$ cat config.mk
export PLATFORM = sky130hd
export DESIGN_NAME = vc_mem_stage
export DESIGN_NICKNAME = d
export VERILOG_FILES = /design/src/vc_mem_pkg.sv /design/src/vc_mem_stage.sv /design/src/load_return.sv /design/src/mem_issue.sv
export SDC_FILE = /design/constraint.sdc
export NUM_CORES = 1
export LEC_CHECK = 0
export BUFFER_PORTS_ARGS = -buffer_cell sky130_fd_sc_hd__buf_2
export CAP_MARGIN = 40
export CORE_ASPECT_RATIO = 1.25
export CORE_MARGIN = 1
export CORE_UTILIZATION = 40
export CTS_CLUSTER_SIZE = 10
export DETAILED_ROUTE_END_ITERATION = 12
export GPL_TIMING_DRIVEN = 1
export SLEW_MARGIN = 20
export SYNTH_ARGS = -nofsm -noshare
export SYNTH_HDL_FRONTEND = slang
export SYNTH_SLANG_ARGS = --single-unit
$ cat constraint.sdc
create_clock -name clk -period 13.2 [get_ports clk]
set_clock_uncertainty 0.15 [all_clocks]
set_input_delay 0.66 -clock clk [delete_from_list [all_inputs] [get_ports clk]]
set_output_delay 0.66 -clock clk [all_outputs]
set_load 0.01 [all_outputs]
$ cat src/vc_mem_pkg.sv
package vc_mem_pkg;

   ////////////////////////////////////////
   // Widths
   ////////////////////////////////////////

   localparam int WORD_W     = 32;
   localparam int REG_ADDR_W = 5;
   localparam int MASK_W     = WORD_W / 8;
   localparam int SIZE_W     = 2;

   typedef logic [WORD_W-1:0]     word_t;
   typedef logic [REG_ADDR_W-1:0] reg_addr_t;
   typedef logic [MASK_W-1:0]     byte_mask_t;
   typedef logic [SIZE_W-1:0]     size_t;

   // Access size codes
   localparam size_t SIZE_BYTE = 2'd0;
   localparam size_t SIZE_HALF = 2'd1;
   localparam size_t SIZE_WORD = 2'd2;

   ////////////////////////////////////////
   // Port structs
   ////////////////////////////////////////

   // One load or store from the core
   typedef struct packed {
      logic      valid;
      logic      is_load;
      logic      is_store;
      size_t     size;
      logic      load_unsigned;
      logic      is_lr;
      // Set means wait for the reservation to clear
      logic      lr_acquire;
      word_t     base;
      word_t     offset;
      word_t     store_val;
      reg_addr_t rd;
   } mem_req_s;

   // Command towards data memory, yumi acks the reply
   typedef struct packed {
      logic       valid;
      logic       wen;
      byte_mask_t mask;
      word_t      addr;
      word_t      write_data;
      logic       yumi;
   } mem_cmd_s;

   // Reply from data memory, yumi acks the command
   typedef struct packed {
      logic  yumi;
      logic  valid;
      word_t read_data;
   } mem_resp_s;

   // Execute to memory stage hand-over
   typedef struct packed {
      logic      is_load;
      logic      is_mem;
      size_t     size;
      logic      load_unsigned;
      logic [1:0] addr_lo;
      reg_addr_t rd;
   } mem_slot_s;

   // Register write-back
   typedef struct packed {
      logic      valid;
      reg_addr_t rd;
      word_t     data;
   } wb_s;

endpackage
$ cat src/vc_mem_stage.sv
`timescale 1ns/1ps

module vc_mem_stage
(
   input  logic                  clk,
   input  logic                  reset,
   input  vc_mem_pkg::mem_req_s  req_i,
   input  logic                  hold_i,
   input  vc_mem_pkg::mem_resp_s from_mem_i,
   input  logic                  reservation_i,
   output vc_mem_pkg::mem_cmd_s  to_mem_o,
   output logic                  stall_o,
   output logic                  reserve_o,
   output vc_mem_pkg::wb_s       wb_o
);
   import vc_mem_pkg::*;

   mem_cmd_s  issue_cmd;
   mem_slot_s slot;
   logic      advance;
   logic      load_wait;
   logic      reply_yumi;

   // Execute stage, drives the command side
   mem_issue u_mem_issue
   (
      .clk           (clk),
      .reset         (reset),
      .req_i         (req_i),
      .hold_i        (hold_i),
      .reservation_i (reservation_i),
      .mem_yumi_i    (from_mem_i.yumi),
      .load_wait_i   (load_wait),
      .cmd_o         (issue_cmd),
      .slot_o        (slot),
      .advance_o     (advance),
      .stall_o       (stall_o),
      .reserve_o     (reserve_o)
   );

   // Memory and write-back stages
   load_return u_load_return
   (
      .clk         (clk),
      .reset       (reset),
      .slot_i      (slot),
      .advance_i   (advance),
      .hold_i      (hold_i),
      .resp_i      (from_mem_i),
      .yumi_o      (reply_yumi),
      .load_wait_o (load_wait),
      .wb_o        (wb_o)
   );

   // Reply ack joins the command bundle
   assign to_mem_o = '{
      valid      : issue_cmd.valid,
      wen        : issue_cmd.wen,
      mask       : issue_cmd.mask,
      addr       : issue_cmd.addr,
      write_data : issue_cmd.write_data,
      yumi       : reply_yumi
   };

endmodule

$ cat src/load_return.sv
`timescale 1ns/1ps

module load_return
(
   input  logic                  clk,
   input  logic                  reset,
   input  vc_mem_pkg::mem_slot_s slot_i,
   input  logic                  advance_i,
   input  logic                  hold_i,
   input  vc_mem_pkg::mem_resp_s resp_i,
   output logic                  yumi_o,
   output logic                  load_wait_o,
   output vc_mem_pkg::wb_s       wb_o
);
   import vc_mem_pkg::*;

   // Memory stage
   mem_slot_s   slot_r;
   // Reply held while the pipeline is frozen
   logic        buf_valid_r;
   word_t       buf_data_r;
   // Write-back register
   logic        wb_valid_r;
   reg_addr_t   wb_rd_r;
   word_t       wb_data_r;

   logic        reply_take;
   logic        frozen;
   logic        buf_fill;
   logic        wb_load;
   word_t       load_word;
   logic [7:0]  load_byte;
   logic [15:0] load_half;
   word_t       load_val;

   ////////////////////////////////////////
   // Reply handshake
   ////////////////////////////////////////

   // Only the first reply belongs to this slot, later ones wait in memory
   assign reply_take  = slot_r.is_mem & ~buf_valid_r & resp_i.valid;
   assign yumi_o      = reply_take;

   // Stores wait as well so their reply is not taken by the next op
   assign load_wait_o = slot_r.is_mem & ~buf_valid_r & ~resp_i.valid;

   // Core hold, or a stall raised on the issue side
   assign frozen      = hold_i | ~advance_i;
   assign buf_fill    = reply_take & frozen;

   always_ff @(posedge clk)
   begin
      if (reset)
      begin
         buf_valid_r <= 1'b0;
      end
      else if (advance_i)
      begin
         buf_valid_r <= 1'b0;
      end
      else if (buf_fill)
      begin
         buf_valid_r <= 1'b1;
      end
   end

   always_ff @(posedge clk)
   begin
      if (buf_fill)
      begin
         buf_data_r <= resp_i.read_data;
      end
   end

   ////////////////////////////////////////
   // Load extraction
   ////////////////////////////////////////

   assign load_word = buf_valid_r ? buf_data_r : resp_i.read_data;

   always_comb
   begin
      case (slot_r.addr_lo)
         2'd0:    load_byte = load_word[7:0];
         2'd1:    load_byte = load_word[15:8];
         2'd2:    load_byte = load_word[23:16];
         default: load_byte = load_word[31:24];
      endcase
   end

   // Half-words sit in the low or high lane
   assign load_half = slot_r.addr_lo[1] ? load_word[31:16] : load_word[15:0];

   always_comb
   begin
      case (slot_r.size)
         SIZE_BYTE:
            load_val = slot_r.load_unsigned ? word_t'(load_byte)
                                            : {{24{load_byte[7]}}, load_byte};
         SIZE_HALF:
            load_val = slot_r.load_unsigned ? word_t'(load_half)
                                            : {{16{load_half[15]}}, load_half};
         // Full word passes straight through
         default:
            load_val = load_word;
      endcase
   end

   ////////////////////////////////////////
   // Stage registers
   ////////////////////////////////////////

   always_ff @(posedge clk)
   begin
      if (reset)
      begin
         slot_r <= '0;
      end
      else if (advance_i)
      begin
         slot_r <= slot_i;
      end
   end

   // Data is present whenever the pipeline advances
   assign wb_load = advance_i & slot_r.is_load;

   always_ff @(posedge clk)
   begin
      if (reset)
      begin
         wb_valid_r <= 1'b0;
      end
      else
      begin
         // One-cycle pulse per load
         wb_valid_r <= wb_load;
      end
   end

   always_ff @(posedge clk)
   begin
      if (wb_load)
      begin
         wb_rd_r   <= slot_r.rd;
         wb_data_r <= load_val;
      end
   end

   assign wb_o = '{valid: wb_valid_r, rd: wb_rd_r, data: wb_data_r};

endmodule

$ cat src/mem_issue.sv
`timescale 1ns/1ps

module mem_issue
(
   input  logic                  clk,
   input  logic                  reset,
   input  vc_mem_pkg::mem_req_s  req_i,
   input  logic                  hold_i,
   input  logic                  reservation_i,
   input  logic                  mem_yumi_i,
   input  logic                  load_wait_i,
   output vc_mem_pkg::mem_cmd_s  cmd_o,
   output vc_mem_pkg::mem_slot_s slot_o,
   output logic                  advance_o,
   output logic                  stall_o,
   output logic                  reserve_o
);
   import vc_mem_pkg::*;

   // Stage occupancy and the registered request
   logic       exe_valid_r;
   mem_req_s   exe_r;
   // Command went out while the pipeline was frozen
   logic       exe_sent_r;

   logic       exe_is_mem;
   logic       lr_active;
   logic       lr_wait;
   logic       cmd_valid;
   logic       cmd_taken;
   word_t      addr;
   logic [4:0] lane_shift;
   word_t      store_lane;
   byte_mask_t mask;

   ////////////////////////////////////////
   // Address and store alignment
   ////////////////////////////////////////

   // LR addresses by base alone
   assign addr       = exe_r.is_lr ? exe_r.base : exe_r.base + exe_r.offset;
   // Byte offset turned into a bit shift
   assign lane_shift = {addr[1:0], 3'b000};

   always_comb
   begin
      case (exe_r.size)
         SIZE_BYTE:
         begin
            store_lane = word_t'(exe_r.store_val[7:0]) << lane_shift;
            mask       = 4'b0001 << addr[1:0];
         end
         SIZE_HALF:
         begin
            store_lane = word_t'(exe_r.store_val[15:0]) << lane_shift;
            mask       = 4'b0011 << addr[1:0];
         end
         default:
         begin
            // Full word, already aligned
            store_lane = exe_r.store_val;
            mask       = 4'b1111;
         end
      endcase
   end

   ////////////////////////////////////////
   // Reservation and stall
   ////////////////////////////////////////

   assign exe_is_mem = exe_valid_r & (exe_r.is_load | exe_r.is_store);
   assign lr_active  = exe_valid_r & exe_r.is_lr;

   // Plain LR sets the reservation
   assign reserve_o  = lr_active & ~exe_r.lr_acquire;
   // LR acquire sits until the reservation drops
   assign lr_wait    = lr_active & exe_r.lr_acquire & reservation_i;

   // Send once per request, never under hold or LR wait
   assign cmd_valid  = exe_is_mem & ~exe_sent_r & ~hold_i & ~lr_wait;
   assign cmd_taken  = cmd_valid & mem_yumi_i;

   // Unaccepted command, missing load data, or LR wait
   assign stall_o    = (exe_is_mem & ~(exe_sent_r | cmd_taken)) | load_wait_i | lr_wait;
   assign advance_o  = ~stall_o & ~hold_i;

   assign cmd_o = '{
      valid      : cmd_valid,
      wen        : exe_r.is_store,
      mask       : mask,
      addr       : addr,
      write_data : store_lane,
      yumi       : 1'b0
   };

   assign slot_o = '{
      is_load       : exe_valid_r & exe_r.is_load,
      is_mem        : exe_is_mem,
      size          : exe_r.size,
      load_unsigned : exe_r.load_unsigned,
      addr_lo       : addr[1:0],
      rd            : exe_r.rd
   };

   ////////////////////////////////////////
   // Stage registers
   ////////////////////////////////////////

   always_ff @(posedge clk)
   begin
      if (reset)
      begin
         exe_valid_r <= 1'b0;
         exe_sent_r  <= 1'b0;
      end
      else if (advance_o)
      begin
         // Empty stage when nothing new arrives
         exe_valid_r <= req_i.valid;
         exe_sent_r  <= 1'b0;
      end
      else if (cmd_taken)
      begin
         exe_sent_r  <= 1'b1;
      end
   end

   always_ff @(posedge clk)
   begin
      if (advance_o && req_i.valid)
      begin
         exe_r <= req_i;
      end
   end

endmodule

==> reports/metrics.csv <==
metric;value;unit
number of hold buffers added after CTS;0;
CP Cell Sequence;ha_1 > inv_1 > fa_1 > nor2b_1 > o211ai_1 > a21boi_1 > o2111ai_1 > a31oi_1 > nand2_1 > a311oi_1 > buf_2;
post_cts resized;0;
worst stage delay on the critical path;470;ps
Final Setup Violations;0;
Worst-Skew Late Latency;430;ps
CTS tree;built;
# IOs;258;
DR vias;7210;
power per standard cell area;124;nW/um^2
DRC;0;
Sink Count;193;
Die Height;174;um
Worst setup EP type;output pin;
Syn Nets;989;
Peak Freq;242;MHz
CTS Buf Count;17;
fin crit period;4130;ps
Congestion Overflow GR;0;
peak supply drop;0.0808;mV
WP data required;12390;ps
synthesized instance count;810;
Synth-to-Final Area Change;23.3;%
antenna-violating nets left;0;
global-route wire length before repair;38.4;mm
Synth Area in Compound Gates;0.148;
Slew @ Worst Pin;783;ps
Avg WL per Cell;18.1;um
largest net degree at the start of global routing;64;
Initial Util;0.411;
Syn Area/Cell;11.7;um^2
dpl hpwl;18.0;mm
headroom to the max-slew limit;0.477;
port buffer count;257;
clock root buffer;clkbuf_16;
Final TNS setup;0;ps
Fin Hold WS;247;ps
largest family of logic cells by synthesized area;compound AO/OA/AOI/OAI gates;
Max FO, Critical Path;4;
yosys warns;0;
vias in the first global route;7331;
initial drt markers;374;
core area;23100;um^2
WS Path Type;reg -> out;
Worst-path clk slew;80;ps
mux contribution to synthesized area;0.0531;
mapped cell area;9500;um^2
Core Rows;62;
chip width;140;um
Tcrit/Tclk final;0.313;
GPL Wtd Cong;0.847;
Unique masters post-synth;58;
cell area after layout;11700;um^2
Tot GR Track Use;0.205;
RSZ-0062 raised after global routing;false;
dpl cell area;11100;um^2
P_leak;4.76;nW
predominant post-synthesis flop cell;edfxtp_1;
#FFs+latches synth;193;
WP data arrival;3320;ps
hold violation count in the final report;0;
first drt pass iteration count;8;
synth top area cells;edfxtp_1 56%, ha_1 4.1%, nand2_1 4.0%, dfxtp_1 3.4%, a21oi_1 3.1%;
maximum clock path buffer count;2;
share of cells above drive strength 1;0.311;
crit start category;register;
largest area contributor in the netlist;edfxtp_1;
Synth top area share;0.560;
final-report max-slew violation count;0;
die area;24400;um^2
number of synthesized flops with an enable pin;177;
Max Cap Viol;0;
post-CTS setup buffers;0;
final net count;1233;
Hold Path Class;in -> reg;
post-synthesis simple-gate area fraction;0.113;
register area share after synthesis;0.593;
drt total wl;24.5;mm
Setup WS pre-CTS;9550;ps
area share of fa/ha/maj cells after synthesis;0.0430;
xor and xnor area share after synthesis;0.0212;
outcome;finished, final reports clean;
PnR worst setup slack;9070;ps
antenna violations before repair;4;
Crit-path slowest cell;a31oi_1;
H-Tree Depth;4;
Vias/cell;5.31;
FFs w/ async S/R, synth;0;
==> cell usage in the layout, fill, tap and decap left out, types with 17 or more instances in the layout <==
| cell | Yosys | routed |
|---|---|---|
| a21o_1 | 23 | 23 |
| a21oi_1 | 59 | 59 |
| buf_2 | 6 | 257 |
| clkbuf_16 | 0 | 17 |
| edfxtp_1 | 177 | 177 |
| ha_1 | 31 | 31 |
| mux2_2 | 17 | 17 |
| mux2i_1 | 29 | 29 |
| nand2_1 | 102 | 102 |
| nor2_1 | 43 | 43 |
| nor2b_1 | 25 | 24 |
| o21ai_0 | 40 | 40 |
| o21ai_1 | 32 | 32 |
==> where the power goes <==
part / leakage [nW] / switching (mW) / total, mW / internal [mW]
Sequential: 1.76 / 0.0109 / 0.705 / 0.694
Combinational: 2.70 / 0.127 / 0.214 / 0.0874
Clock: 0.296 / 0.272 / 0.534 / 0.262
Total: 4.76 / 0.409 / 1.45 / 1.04
==> metal layers <==
layer	wire [um]	track usage
met5	22	0
met4	535	0.0710
met3	1340	0.0512
met2	12600	0.362
met1	10100	0.240
==> cells by family (layout without fill, tap and decap cells) <==
family	Yosys count	in the layout
mux	47	47
xor+xnor	23	23
fa+ha+maj	32	32
simple gates	228	228
buf+inv	62	319
flops	193	193
compound gates	225	225
other cells	0	2
==> cells in the mapped netlist (16+ instances only) <==
cell,count
a21o_1,23
a21oi_1,59
clkbuf_1,32
dfxtp_1,16
edfxtp_1,177
ha_1,31
inv_1,16
mux2_2,17
mux2i_1,29
nand2_1,102
nor2_1,43
nor2b_1,25
o21ai_0,40
o21ai_1,32
==> through the flow <==
| step | instances | util | power, mW |
|---|---|---|---|
| finish | 1357 | 0.506 | 1.45 |
| floorplan | 810 | - | 0.851 |
| detailed placement | 1323 | 0.479 | 0.934 |
| CTS | 1355 | 0.506 | 1.47 |
| global route | 1356 | 0.506 | 1.51 |
| global placement | 1319 | 0.476 | 0.931 |
==> worst max-delay path: cells and delay by family (launching register included) <==
family          cells  cell delay [ps]
compound gates      5             1340
fa+ha+maj           2              580
simple gates        2              390
flops               1              360
buf+inv             2              240
==> layout make-up <==
type	instances	area [um^2]
Clock inverter	15	193
Sequential cell	193	5640
Inverter	18	67.6
Tap cell	288	360
Clock buffer	17	425
Antenna cell	2	5.00
Timing Repair Buffer	269	1420
Fill cell	2158	11400
Multi-Input combinational cell	555	3600
==> state kept, by name, summed over array words and instances, names as in the netlist <==
signal / cells
u_mem_issue.cmd_o: 1
u_mem_issue.slot_o: 8
u_load_return.buf_valid_r: 1
u_load_return.wb_rd_r: 5
u_mem_issue.exe_valid_r: 1
u_load_return.wb_data_r: 32
u_load_return.slot_r: 12
u_mem_issue.exe_r: 99
u_load_return.buf_data_r: 32
u_mem_issue.exe_sent_r: 1
u_load_return.wb_valid_r: 1
==> final timing paths <==
| check | start | end | slack, ps | depth (start not counted) |
|---|---|---|---|---|
| setup / recovery | u_mem_issue.exe_r[69]$_DFFE_PP_ | to_mem_o[61] | 9070 | 11 |
| hold / removal | req_i[31] | u_mem_issue.exe_r[31]$_DFFE_PP_ | 250 | 1 |
| setup reg to reg | u_mem_issue.exe_r[102]$_DFFE_PP_ | u_mem_issue.exe_r[67]$_DFFE_PP_ | 9840 | 8 |
| hold reg to reg | u_load_return.slot_r[3]$_SDFFE_PP0P_ | u_load_return.wb_rd_r[3]$_DFFE_PP_ | 280 | 0 |
Power figures use the tool's default switching activity.
